==> src/logic/subsystem_macros.svh <==
////////////////////////////////////////////////////////////
// Widths, register map and tick divider of the subsystem
// Tick bits must stay below SUB_DIV_WIDTH
////////////////////////////////////////////////////////////
`ifndef SUBSYSTEM_MACROS_SVH
`define SUBSYSTEM_MACROS_SVH

`define SUB_ADDR_WIDTH      6           // Register address bits
`define SUB_DATA_WIDTH      8           // Register data bits
`define SUB_MOTOR_COUNT     4           // Drive and servo channels each
`define SUB_DIV_WIDTH       11          // Tick divider counter
`define SUB_DRIVE_TICK_BIT  5           // Toggles every 32 clocks
`define SUB_SERVO_TICK_BIT  10          // Toggles every 1024 clocks

// Register map
`define SUB_ADDR_DRIVE0     6'h00       // Drive 0..3 at 0x00..0x03
`define SUB_ADDR_SERVO0     6'h04       // Servo 0..3 at 0x04..0x07
`define SUB_ADDR_SERVO_EN   6'h08       // One enable bit per servo
`define SUB_ADDR_LED        6'h09       // LED control bits 3:0
`define SUB_ADDR_ID         6'h3F       // Read only
`define SUB_ID_VALUE        8'hA5

`endif

==> src/logic/bus_pkg.sv <==
////////////////////////////////////////////////////////////
// Register bus types between the SPI target and reg file
////////////////////////////////////////////////////////////
`default_nettype none
`include "subsystem_macros.svh"

package bus_pkg;

    typedef logic [`SUB_ADDR_WIDTH-1:0] reg_addr_t;     // Register address
    typedef logic [`SUB_DATA_WIDTH-1:0] reg_data_t;     // Register data

    // One-cycle strobes, no handshake
    typedef struct packed {
        logic      write_en;                            // Write strobe
        logic      read_en;                             // Read strobe
        reg_addr_t address;                             // Valid with either strobe
        reg_data_t wr_data;                             // Valid with write_en
    } reg_bus_t;

    // Phases of the two-byte SPI frame
    typedef enum logic [1:0] {
        COMMAND,                                        // Shifting in command byte
        WRITE_DATA,                                     // Shifting in write data
        READ_DATA,                                      // Shifting out read data
        IGNORE                                          // Extra bits until cs_n rises
    } spi_state_t;

endpackage

`default_nettype wire

==> src/logic/motor_pkg.sv <==
////////////////////////////////////////////////////////////
// PWM ratio and motor / LED command types
// Ratios are high time out of a 256 tick period
////////////////////////////////////////////////////////////
`default_nettype none

package motor_pkg;

    typedef logic [7:0] pwm_ratio_t;                    // High ticks per period
    typedef logic [4:0] drive_speed_t;                  // Drive speed, ratio / 4

    // Register bit 7 enable, bits 4:0 speed
    typedef struct packed {
        logic         enable;
        drive_speed_t speed;
    } drive_cmd_t;

    // Register bits 0 to 3 in field order
    typedef struct packed {
        logic test_enable;                              // Bit 0, LED test mode
        logic pi_connected;                             // Bit 1
        logic ps4_connected;                            // Bit 2
        logic motor_hot;                                // Bit 3, shown in test mode
    } led_cmd_t;

endpackage

`default_nettype wire

==> src/logic/fpga_subsystem.sv <==
////////////////////////////////////////////////////////////
// Motor subsystem top: SPI registers, tick divider, 8 PWMs
// Drive tick every 32 clocks, servo tick every 1024 clocks
////////////////////////////////////////////////////////////
`timescale 1ns/100ps
`default_nettype none
`include "subsystem_macros.svh"

module fpga_subsystem (
    input  logic                        clock,
    input  logic                        reset_n,
    input  logic                        spi_clock,
    input  logic                        cs_n,
    input  logic                        mosi,
    output logic                        miso,
    output logic [`SUB_MOTOR_COUNT-1:0] sd_pwm,       // Drive motor PWM
    output logic [`SUB_MOTOR_COUNT-1:0] servo_pwm,    // Arm servo PWM
    output logic                        status_pi,
    output logic                        status_ps4,
    output logic                        status_debug
);

    bus_pkg::reg_bus_t                           bus;
    bus_pkg::reg_data_t                          rd_data;
    motor_pkg::drive_cmd_t [`SUB_MOTOR_COUNT-1:0] drive_cmd;
    motor_pkg::pwm_ratio_t [`SUB_MOTOR_COUNT-1:0] drive_ratio;
    motor_pkg::pwm_ratio_t [`SUB_MOTOR_COUNT-1:0] servo_position;
    logic [`SUB_MOTOR_COUNT-1:0]                 servo_enable;
    motor_pkg::led_cmd_t                         led_cmd;
    logic [`SUB_DIV_WIDTH-1:0]                   div_count;
    logic [`SUB_DIV_WIDTH-1:0]                   div_next;
    logic                                        drive_tick;
    logic                                        servo_tick;

    ////////////////////////////////////////////////////////////
    // Tick divider
    ////////////////////////////////////////////////////////////
    assign div_next = div_count + 1'b1;

    always_ff @(posedge clock or negedge reset_n) begin
        if (!reset_n) begin
            div_count  <= '0;
            drive_tick <= 1'b0;
            servo_tick <= 1'b0;
        end else begin
            div_count  <= div_next;
            // Pulse whenever the tick bit toggles
            drive_tick <= div_next[`SUB_DRIVE_TICK_BIT] ^ div_count[`SUB_DRIVE_TICK_BIT];
            servo_tick <= div_next[`SUB_SERVO_TICK_BIT] ^ div_count[`SUB_SERVO_TICK_BIT];
        end
    end

    spi_target u_spi (
        .clock     (clock),
        .reset_n   (reset_n),
        .spi_clock (spi_clock),
        .cs_n      (cs_n),
        .mosi      (mosi),
        .miso      (miso),
        .rd_data   (rd_data),
        .bus       (bus)
    );

    reg_file u_regs (
        .clock          (clock),
        .reset_n        (reset_n),
        .bus            (bus),
        .rd_data        (rd_data),
        .drive_cmd      (drive_cmd),
        .servo_position (servo_position),
        .servo_enable   (servo_enable),
        .led_cmd        (led_cmd)
    );

    ////////////////////////////////////////////////////////////
    // PWM channels
    ////////////////////////////////////////////////////////////
    for (genvar i = 0; i < `SUB_MOTOR_COUNT; i++) begin : g_pwm
        assign drive_ratio[i] = {1'b0, drive_cmd[i].speed, 2'b00};   // Speed x 4

        pwm_channel u_drive (
            .clock      (clock),
            .reset_n    (reset_n),
            .tick       (drive_tick),
            .enable     (drive_cmd[i].enable),
            .ratio      (drive_ratio[i]),
            .pwm_signal (sd_pwm[i])
        );

        pwm_channel u_servo (
            .clock      (clock),
            .reset_n    (reset_n),
            .tick       (servo_tick),
            .enable     (servo_enable[i]),
            .ratio      (servo_position[i]),
            .pwm_signal (servo_pwm[i])
        );
    end

    // LED test mode forces pi / ps4 on and shows motor_hot
    assign status_pi    = led_cmd.test_enable | led_cmd.pi_connected;
    assign status_ps4   = led_cmd.test_enable | led_cmd.ps4_connected;
    assign status_debug = led_cmd.test_enable ? led_cmd.motor_hot : 1'b1;

endmodule

`default_nettype wire

==> src/logic/pwm_channel.sv <==
////////////////////////////////////////////////////////////
// 8-bit PWM, 256 ticks per period, output registered
// New ratio and enable take effect at the period start
////////////////////////////////////////////////////////////
`timescale 1ns/100ps
`default_nettype none

module pwm_channel (
    input  logic                  clock,
    input  logic                  reset_n,
    input  logic                  tick,
    input  logic                  enable,
    input  motor_pkg::pwm_ratio_t ratio,
    output logic                  pwm_signal
);

    motor_pkg::pwm_ratio_t count;                       // Ticks into the period
    motor_pkg::pwm_ratio_t ratio_q;                     // Ratio for this period
    logic                  enable_q;

    always_ff @(posedge clock or negedge reset_n) begin
        if (!reset_n) begin
            count      <= '0;
            ratio_q    <= '0;
            enable_q   <= 1'b0;
            pwm_signal <= 1'b0;
        end else begin
            if (tick) begin
                count <= count + 8'd1;                  // Wraps after 256 ticks
                if (count == '0) begin
                    ratio_q  <= ratio;                  // Period boundary update
                    enable_q <= enable;
                end
            end
            pwm_signal <= enable_q && (count < ratio_q);
        end
    end

    ratio_at_boundary: assert property (@(posedge clock) disable iff (!reset_n)
        $changed(ratio_q) |-> $past(tick && count == '0))
        else $error("pwm_channel: ratio changed inside a period");

endmodule

`default_nettype wire

==> src/logic/reg_file.sv <==
////////////////////////////////////////////////////////////
// Control registers with address decode and read mux
// Writes to ID and unmapped addresses are dropped
////////////////////////////////////////////////////////////
`timescale 1ns/100ps
`default_nettype none
`include "subsystem_macros.svh"

module reg_file (
    input  logic                                        clock,
    input  logic                                        reset_n,
    input  bus_pkg::reg_bus_t                           bus,
    output bus_pkg::reg_data_t                          rd_data,
    output motor_pkg::drive_cmd_t [`SUB_MOTOR_COUNT-1:0] drive_cmd,
    output motor_pkg::pwm_ratio_t [`SUB_MOTOR_COUNT-1:0] servo_position,
    output logic [`SUB_MOTOR_COUNT-1:0]                 servo_enable,
    output motor_pkg::led_cmd_t                         led_cmd
);

    logic [`SUB_MOTOR_COUNT-1:0] drive_hit;             // Address decode per channel
    logic [`SUB_MOTOR_COUNT-1:0] servo_hit;
    bus_pkg::reg_data_t          read_value;

    always_comb begin
        for (int i = 0; i < `SUB_MOTOR_COUNT; i++) begin
            drive_hit[i] = bus.address == bus_pkg::reg_addr_t'(`SUB_ADDR_DRIVE0 + i);
            servo_hit[i] = bus.address == bus_pkg::reg_addr_t'(`SUB_ADDR_SERVO0 + i);
        end
    end

    ////////////////////////////////////////////////////////////
    // Register writes
    ////////////////////////////////////////////////////////////
    always_ff @(posedge clock or negedge reset_n) begin
        if (!reset_n) begin
            drive_cmd      <= '0;
            servo_position <= '0;
            servo_enable   <= '0;
            led_cmd        <= '0;
        end else if (bus.write_en) begin
            for (int i = 0; i < `SUB_MOTOR_COUNT; i++) begin
                if (drive_hit[i]) begin
                    drive_cmd[i].enable <= bus.wr_data[7];
                    drive_cmd[i].speed  <= bus.wr_data[4:0];   // Bits 6:5 dropped
                end
                if (servo_hit[i]) begin
                    servo_position[i] <= bus.wr_data;
                end
            end
            if (bus.address == `SUB_ADDR_SERVO_EN) begin
                servo_enable <= bus.wr_data[`SUB_MOTOR_COUNT-1:0];
            end
            if (bus.address == `SUB_ADDR_LED) begin
                led_cmd.test_enable   <= bus.wr_data[0];
                led_cmd.pi_connected  <= bus.wr_data[1];
                led_cmd.ps4_connected <= bus.wr_data[2];
                led_cmd.motor_hot     <= bus.wr_data[3];
            end
        end
    end

    ////////////////////////////////////////////////////////////
    // Read mux, registered on read_en
    ////////////////////////////////////////////////////////////
    always_comb begin
        read_value = '0;                                // Unmapped reads 0
        for (int i = 0; i < `SUB_MOTOR_COUNT; i++) begin
            if (drive_hit[i]) begin
                read_value = {drive_cmd[i].enable, 2'b00, drive_cmd[i].speed};
            end
            if (servo_hit[i]) begin
                read_value = servo_position[i];
            end
        end
        if (bus.address == `SUB_ADDR_SERVO_EN) begin
            read_value = bus_pkg::reg_data_t'(servo_enable);
        end
        if (bus.address == `SUB_ADDR_LED) begin
            read_value = {4'b0000, led_cmd.motor_hot, led_cmd.ps4_connected,
                          led_cmd.pi_connected, led_cmd.test_enable};
        end
        if (bus.address == `SUB_ADDR_ID) begin
            read_value = `SUB_ID_VALUE;
        end
    end

    always_ff @(posedge clock or negedge reset_n) begin
        if (!reset_n) begin
            rd_data <= '0;
        end else if (bus.read_en) begin
            rd_data <= read_value;                      // Held until next read
        end
    end

    single_write: assert property (@(posedge clock) disable iff (!reset_n)
        bus.write_en |=> !bus.write_en)
        else $error("reg_file: write_en high on consecutive clocks");

endmodule

`default_nettype wire

==> src/logic/spi_target.sv <==
////////////////////////////////////////////////////////////
// SPI mode 0 target, 16-bit frame: command byte then data
// spi_clock high and low time must be at least 8 clocks
////////////////////////////////////////////////////////////
`timescale 1ns/100ps
`default_nettype none

module spi_target (
    input  logic               clock,
    input  logic               reset_n,
    input  logic               spi_clock,
    input  logic               cs_n,
    input  logic               mosi,
    output logic               miso,
    input  bus_pkg::reg_data_t rd_data,
    output bus_pkg::reg_bus_t  bus
);

    logic [2:0]          sync_a;                        // {spi_clock, cs_n, mosi}
    logic [2:0]          sync_b;                        // Second stage
    logic                sclk_prev;                     // For edge detect
    logic                sclk_rise;
    logic                sclk_fall;
    logic                cs_idle;
    logic [3:0]          bit_count;                     // Rising edges in frame
    logic                load_tx;                       // rd_data valid this cycle
    bus_pkg::spi_state_t state;
    bus_pkg::reg_data_t  rx_shift;
    bus_pkg::reg_data_t  rx_byte;                       // Shift value incl. current bit
    bus_pkg::reg_data_t  tx_shift;

    ////////////////////////////////////////////////////////////
    // Pin synchronizer and edge detect
    ////////////////////////////////////////////////////////////
    always_ff @(posedge clock or negedge reset_n) begin
        if (!reset_n) begin
            sync_a    <= 3'b010;                        // cs_n idles high
            sync_b    <= 3'b010;
            sclk_prev <= 1'b0;
        end else begin
            sync_a    <= {spi_clock, cs_n, mosi};
            sync_b    <= sync_a;
            sclk_prev <= sync_b[2];
        end
    end

    assign sclk_rise = sync_b[2] & ~sclk_prev;
    assign sclk_fall = ~sync_b[2] & sclk_prev;
    assign cs_idle   = sync_b[1];
    assign rx_byte   = {rx_shift[6:0], sync_b[0]};      // MSB first

    // Data shifters
    always_ff @(posedge clock) begin
        if (sclk_rise) begin
            rx_shift <= rx_byte;
        end
        if (load_tx) begin
            tx_shift <= rd_data;                        // Before first falling edge
        end else if (sclk_fall && state == bus_pkg::READ_DATA) begin
            tx_shift <= {tx_shift[6:0], 1'b0};
        end
    end

    ////////////////////////////////////////////////////////////
    // Frame FSM and register strobes
    ////////////////////////////////////////////////////////////
    always_ff @(posedge clock or negedge reset_n) begin
        if (!reset_n) begin
            state     <= bus_pkg::COMMAND;
            bit_count <= '0;
            load_tx   <= 1'b0;
            miso      <= 1'b0;
            bus       <= '0;
        end else begin
            bus.read_en  <= 1'b0;                       // Strobes last one clock
            bus.write_en <= 1'b0;
            load_tx      <= bus.read_en;                // reg_file answers next clock
            if (cs_idle) begin
                state     <= bus_pkg::COMMAND;          // Abort / restart frame
                bit_count <= '0;
                miso      <= 1'b0;
            end else if (sclk_rise) begin
                bit_count <= bit_count + 4'd1;
                case (state)
                    bus_pkg::COMMAND: begin
                        if (bit_count == 4'd7) begin
                            bus.address <= rx_byte[5:0];
                            if (rx_byte[7]) begin
                                state <= bus_pkg::WRITE_DATA;
                            end else begin
                                state       <= bus_pkg::READ_DATA;
                                bus.read_en <= 1'b1;    // After 8th rising edge
                            end
                        end
                    end
                    bus_pkg::WRITE_DATA: begin
                        if (bit_count == 4'd15) begin
                            state        <= bus_pkg::IGNORE;
                            bus.write_en <= 1'b1;       // After 16th rising edge
                            bus.wr_data  <= rx_byte;
                        end
                    end
                    bus_pkg::READ_DATA: begin
                        if (bit_count == 4'd15) begin
                            state <= bus_pkg::IGNORE;
                        end
                    end
                    default: begin
                        state <= bus_pkg::IGNORE;       // Wait for cs_n
                    end
                endcase
            end else if (sclk_fall) begin
                miso <= (state == bus_pkg::READ_DATA) & tx_shift[7];
            end
        end
    end

    strobe_exclusive: assert property (@(posedge clock) disable iff (!reset_n)
        !(bus.read_en && bus.write_en))
        else $error("spi_target: read and write strobes together");

endmodule

`default_nettype wire

==> config.mk <==
export PLATFORM = sky130hd
export DESIGN_NAME = fpga_subsystem
export DESIGN_NICKNAME = d
export VERILOG_FILES = /design/src/logic/bus_pkg.sv /design/src/logic/motor_pkg.sv /design/src/logic/fpga_subsystem.sv /design/src/logic/pwm_channel.sv /design/src/logic/reg_file.sv /design/src/logic/spi_target.sv
export VERILOG_INCLUDE_DIRS = /design/src /design/src/logic
export SDC_FILE = /design/constraint.sdc
export NUM_CORES = 1
export LEC_CHECK = 0
export BUFFER_PORTS_ARGS = -buffer_cell sky130_fd_sc_hd__clkbuf_2
export CORE_ASPECT_RATIO = 1.1
export CORE_MARGIN = 2
export CORE_UTILIZATION = 50
export DETAILED_ROUTE_END_ITERATION = 10
export PLACE_DENSITY = 0.79
export SYNTH_ARGS = -nofsm -noshare
export SYNTH_HDL_FRONTEND = slang
export SYNTH_HIERARCHICAL = 1
export SYNTH_SLANG_ARGS = --single-unit
==> constraint.sdc <==
create_clock -name clock -period 1.8 [get_ports clock]
set_input_delay 0.18 -clock clock [delete_from_list [all_inputs] [get_ports clock]]
set_output_delay 0.18 -clock clock [all_outputs]
set_load 0.02 [all_outputs]
==> results of run 1 <==
-- cell usage in the layout, fill, tap and decap left out, types with 5 or more instances in the layout --
cell type,instances
and3_2,8
nor3_1,5
xnor2_1,39
a221oi_1,10
a211oi_1,8
clkbuf_2,15
edfxtp_1,15
nor3b_1,8
inv_1,77
mux2i_1,17
clkbuf_16,27
nor4b_2,8
mux2_2,150
buf_12,7
o2111a_1,8
buf_4,46
nor2b_1,5
o211ai_1,10
mux2_4,12
nand2_1,36
dfrtp_1,255
nor4b_4,8
clkinv_2,6
conb_1,12
o21ai_0,24
nand4_1,37
xor2_1,27
nand3_1,6
a21oi_1,10
nor2_1,35
a21o_1,10
nand2b_1,14
nand2_2,10
ha_1,76
-- what timing repair did --
item / CTS / global route
buffers inserted: 0 / 3
gates cloned: 0 / 0
pin swaps: 0 / 5
resized for setup: 3 / 22
setup endpoints to repair: 19 / 58
endpoints found under the hold margin: 60 / 0
hold buffers: 4 / 0
-- final timing paths --
path                                      start                          end  slack, ns  cells past startpoint
min in group clock                         cs_n              u_spi/sync_a[1]       0.28                      2
max in group asynchronous               reset_n              u_spi/sync_a[1]       0.90                      3
worst max register to register    u_spi/bus[12]            u_regs/rd_data[7]       0.03                      6
worst max-delay path              u_spi/bus[12]            u_regs/rd_data[7]       0.03                      6
worst min-delay path                    reset_n  g_pwm[0].u_drive/pwm_signal       0.20                      2
worst min register to register  u_spi/sync_a[0]              u_spi/sync_b[0]       0.36                      0
-- metal layers --
metal / wire length [um] / GRT usage [%] / vias to the layer above
li1: - / - / 3828
met1: 11000 / 25.3 / 4118
met2: 13400 / 34.2 / 152
met3: 1030 / 2.43 / 54
met4: 606 / 5.62 / 0
met5: 0 / 0 / -
-- flip-flops by register name, summed over array words and instances, names as in the netlist, 7 cells and up --
name,cells
g_pwm.u_drive/count,32
g_pwm.u_drive/ratio_q,32
g_pwm.u_servo/count,32
g_pwm.u_servo/ratio_q,32
u_regs/servo_position,32
u_regs/drive_cmd,24
u_spi/bus,16
div_count,10
u_regs/rd_data,8
u_spi/tx_shift,8
u_spi/rx_shift,7
-- cell families (layout without fill, tap and decap cells) --
logic type	after synthesis	count (layout)	share of synthesized area, %
flops	274	274	52.6
simple gates	216	216	11.2
mux	181	181	15.8
buf+inv	107	205	3.31
compound gates	100	100	5.36
fa+ha+maj	77	77	7.31
xor+xnor	66	66	4.39
other cells	1	12	0.0285
-- layout make-up --
cell class	instances	share of cell area [%]
multi-input combinational	652	39.1
timing repair buffer	76	4.28
sequential	274	45.8
inverter	79	1.96
clock buffer	30	4.66
tap	352	2.90
clock inverter	20	1.34
-- stage by stage --
step	worst slack [ns]	utilization (%)	std cells	cell area, um2	power, mW
final	0.0255	58.3	1483	15200	12.2
after global placement	0.0149	54.2	1426	14100	6.59
after floorplan	0.0111	-	1033	13200	6.42
after global routing	-0.0277	58.3	1483	15200	12.6
after CTS	-0.0000540	57.9	1480	15100	12.3
after detailed placement	-0.0499	54.2	1426	14100	6.59
-- power groups by stage --
| stage | clock (mW) | combinational [mW] | sequential, mW |
|---|---|---|---|
| final | 5.71 | 0.220 | 6.26 |
| after global placement | 0 | 0.214 | 6.37 |
| after floorplan | 0 | 0.0517 | 6.37 |
| after global routing | 6.12 | 0.257 | 6.26 |
| after CTS | 5.84 | 0.230 | 6.26 |
| after detailed placement | 0 | 0.220 | 6.37 |
-- worst max-delay path, delay by kind of cell (launching register included) --
family / cells / cell delay, ns
compound gates: 3 / 0.33
buf+inv: 1 / 0.14
flops: 1 / 0.40
simple gates: 2 / 0.80
==> impl_metrics.toml, run 1 <==
[finish]
seq_area_mm2 = 0.00694
fillers = 2040
multiInputGateArea_mm2 = 0.00593
antenna_cells = 0
nets = 1192
area_growth_syn_to_layout_pct = 15.0
drive_gt1_share_pct = 30.9

[logic_synthesis]
synth-edff-count = 15
yosys_warnings = 6
netlist_instances = 1022
yosysMostFrequentCell = "dfrtp_1"
synth.yosys.seq_area_share_pct = 52.6
yosysTopAreaCellShare_pct = 48.8
synth_area_mm2 = 0.0132
synthFlopType = "dfrtp_1"
synth_area_per_cell_um2 = 12.9
ys_ff_latch = 274
async_reset_ff_share_pct = 94.5
synth_top_cell_by_area = "dfrtp_1"
synthTopCellsByCount = "dfrtp_1 (257), mux2_2 (150), inv_1 (79)"
ys_types = 63
netlist_top_cells_area = "dfrtp_1 (49%), mux2_2 (13%), ha_1 (7.3%), edfxtp_1 (3.4%), xnor2_1 (2.6%)"

[sta]
skew_ns = 0.0122
fin_crit_sh_pct = 98.6
hold_ws_ns = 0.199
max_freq_ghz = 0.564
setup-tns-final_ns = 0
fin_crit_ns = 1.77
slew_headroom_pct = 62.5
setup_viol = 0
rsz0062_at_grt = "yes"
worst_pin_slew_ns = 0.562
slew_violations = 0
finalHoldViolations = 0

[pwr]
p_clk_share_pct = 46.8
p_leak_nw = 7.14
internal_power_mw = 9.60
sw_frac_of_total_pct = 21.2
p_sw_mw = 2.59
p_seq_share_pct = 51.4
ir_worst_vdd_uv = 724
pwr-share-comb_pct = 1.8
p_per_area_mw_per_mm2 = 804

[worst_setup_path]
cp-start-kind = "register"
crit_chain = "or3_4, buf_6, or3_4, o2111ai_2, a21oi_2, a21o_1"
crit_path_top_delay_cell = "or3_4"
critPathKind = "reg2reg"
crit_top_cell = "or3_4"
worstPathMaxFanout = 4
cp.required_ns = 2.23
end_kind = "register"
crit_arrival_ns = 2.20
critical-path-max-stage-delay_ns = 0.44

[place]
globalplace.congestion = 0.926
port_buffers = 16
hpwl_um = 18300

[cts]
clk_pin_slew_ns = 0.06
cts_root_buf = "clkbuf_16"
cts_sinks = 274
cts_buffers = 27
ctsHtreeMaxLevel = 1
tritoncts = "done"
insertion_delay_ns = 0.54
cts_buffer_depth = 3

[grt]
grt_pass1_wl_um = 44100
track_usage_pct = 19.4
grt_max_degree = 68
antenna_found_initial = 0
grt-ovfl-total = 0
grt_pass1_vias = 8449

[routing]
antenna_left = 0
drtPass1Iterations = 5
vias = 8152
via_per_inst = 5.50
wirelength_um = 26000
wire_per_inst_um = 17.5
drc_errors = 0
first_iter_violations = 504

[min_path]
hp-class = "in2async"

[floorplanning]
rows = 62
die_w_um = 159
die_area_mm2 = 0.0277
core_mm2 = 0.0260
fp.dieH_um = 174
start_util_pct = 50.7
io_pins = 17

[job]
cap_viol_max_count = 0

[run_status]
status = "completed"
Note: power is estimated with default switching activity, not from simulation.
==> run 2, diff against run 1 <==
--- a/config.mk
+++ b/config.mk
@@ -11,7 +11,8 @@
 export CORE_MARGIN = 2
 export CORE_UTILIZATION = 50
 export DETAILED_ROUTE_END_ITERATION = 10
-export PLACE_DENSITY = 0.79
+export PLACE_DENSITY = 0.77
+export SLEW_MARGIN = 30
 export SYNTH_ARGS = -nofsm -noshare
 export SYNTH_HDL_FRONTEND = slang
 export SYNTH_HIERARCHICAL = 1
==> constraint.sdc (replaced) <==
create_clock -name clock -period 1.64 [get_ports clock]
set_input_delay 0.164 -clock clock [delete_from_list [all_inputs] [get_ports clock]]
set_output_delay 0.164 -clock clock [all_outputs]
set_load 0.02 [all_outputs]
==> run 2 against run 1 <==
  * The flow now finishes with violations (setup timing)
  * Sequential power grew 9.7%
  * Critical path type unchanged
  * Global-route usage grew 0.59 points
  * Critical path depth shrank 1
  * First-iteration DRC count grew 6.0%
==> impl_metrics.toml, run 2 (synthesis gave the netlist of run 1 again) <==
[run_status]
status = "complete, but fails checks"
violations = "setup timing"

[sta]
setup-tns-final_ns = -2.67
setup_viol = 50
rsz0062_at_grt = "yes"
slew_headroom_pct = 62.1
worst_pin_slew_ns = 0.568
fin_crit_ns = 1.76
max_freq_ghz = 0.567
slew_violations = 0
fin_crit_sh_pct = 107
finalHoldViolations = 0
setup_ws_ns = -0.123
skew_ns = 0.00730

[pwr]
power_mw = 14.1
p_leak_nw = 7.51
ir_worst_vdd_uv = 797
p_per_area_mw_per_mm2 = 889

[routing]
vias = 8356
wire_per_inst_um = 18.1
antenna_left = 0
first_iter_violations = 534
wirelength_um = 27600
met3_length_um = 893
via_per_inst = 5.48
drtPass1Iterations = 5
routed.top_layer = "met4"
drc_errors = 0
wirelength_met1_um = 12000
wl_met2_um = 14000

[cts]
insertion_delay_ns = 0.54
cts_sinks = 274
cts_buffers = 28
cts_buffer_depth = 3
clk_pin_slew_ns = 0.06
cts_root_buf = "clkbuf_16"
ctsHtreeMaxLevel = 1
tritoncts = "done"

[place]
globalplace.congestion = 0.970
hpwl_um = 18600
port_buffers = 16
post-place-ws_ns = -0.280

[worst_setup_path]
worst-path-buf-inv = 1
cp_num_cells = 5
critPathKind = "reg2reg"
crit_path_top_delay_cell = "or4b_4"
critical-path-max-stage-delay_ns = 0.57
r2r_cells = 5
reg2reg_slack_ns = -0.12
endpoint = "u_regs/led_cmd[2]"
crit_arrival_ns = 2.19
crit_family = "simple AND/OR/NAND/NOR gates"
startpoint = "u_spi/bus[13]"
crit-reg2reg-capture = "u_regs/led_cmd[2]"
r2r-start = "u_spi/bus[13]"
cp-start-kind = "register"
cp.required_ns = 2.06
crit_chain = "buf_6, or4b_4, nor2_4, nand2_2, mux2_2"
worstPathMaxFanout = 4
end_kind = "register"

[finish]
mostFrequentLayoutCells = "dfrtp_1 (255), mux2_2 (132), buf_4 (78), inv_1 (74), ha_1 (73)"
fillers = 1985
drive_gt1_share_pct = 35.0
multiInputGateArea_mm2 = 0.00620
seq_area_mm2 = 0.00694
layout_commonest_cell = "dfrtp_1"
area_growth_syn_to_layout_pct = 20.5
antenna_cells = 0
nets = 1235

[grt]
grt_pass1_wl_um = 45300
track_usage_pct = 20.0
antenna_found_initial = 0
grt-ovfl-total = 0
grt_max_degree = 67
grt_pass1_vias = 8911

[floorplanning]
fp.dieH_um = 174
core_mm2 = 0.0260
io_pins = 17
rows = 62
start_util_pct = 50.7
die_area_mm2 = 0.0277
die_w_um = 159

[min_path]
hp-class = "in2async"

[job]
cap_viol_max_count = 0
-- run 2: cell count changes in the layout (fill, tap and decap cells not counted), moves of 4 or more --
cell and delta:
a221oi_1 -6, a221oi_2 +6, buf_4 +32, clkbuf_1 +4
clkbuf_8 +7, mux2_2 -18, mux2_4 +18, nor4b_2 -5
nor4b_4 +5, o21ai_0 -5, o21ai_1 +5
-- run 2: how the worst min path moves through the flow --
stage	end	slack [ns]	cells after the start
after global routing	div_count[1]	0.22	2
after CTS	div_count[1]	0.18	2
final	div_count[1]	0.17	2
after floorplan	div_count[0]	-0.13	0
after global placement	div_count[0]	0.16	1
after detailed placement	div_count[1]	0.16	1
-- run 2: where the power goes --
part,total [mW],switching [mW],internal [mW]
Clock,6.98,2.58,4.40
Sequential,6.87,0.0208,6.85
Combinational,0.258,0.170,0.0880
Total,14.1,2.77,11.3
-- run 2: area by class of cell --
cell class,count,area share [%]
repair buffers,113,6.10
flip-flops and latches,274,43.7
clock buffers,43,5.47
inverters,79,1.87
multi-input cells,657,39.0
clock inverters,8,1.04
well taps,352,2.77
-- run 2: timing repair --
action | 4_1_cts | 5_1_grt
hold buffers | 4 | 0
cloned | 0 | 6
endpoints found under the setup margin | 83 | 129
pin swaps | 5 | 18
endpoints found under the hold margin | 97 | 0
resized for setup | 36 | 47
setup buffers | 9 | 6
-- run 2: stage by stage --
stage,std cells,utilization [%],area (um2),hold WS [ns]
after floorplan,1033,-,13200,-0.132
after global placement,1452,55.1,14300,0.156
after detailed placement,1452,55.1,14300,0.157
after CTS,1515,60.0,15600,0.181
after global routing,1526,61.1,15900,0.218
final,1526,61.1,15900,0.172
-- run 2: routing by layer --
metal	GRT usage, %	up-vias
met4	5.96	0
met3	2.24	52
li1	-	3917
met5	0	-
met2	35.8	150
met1	25.6	4237
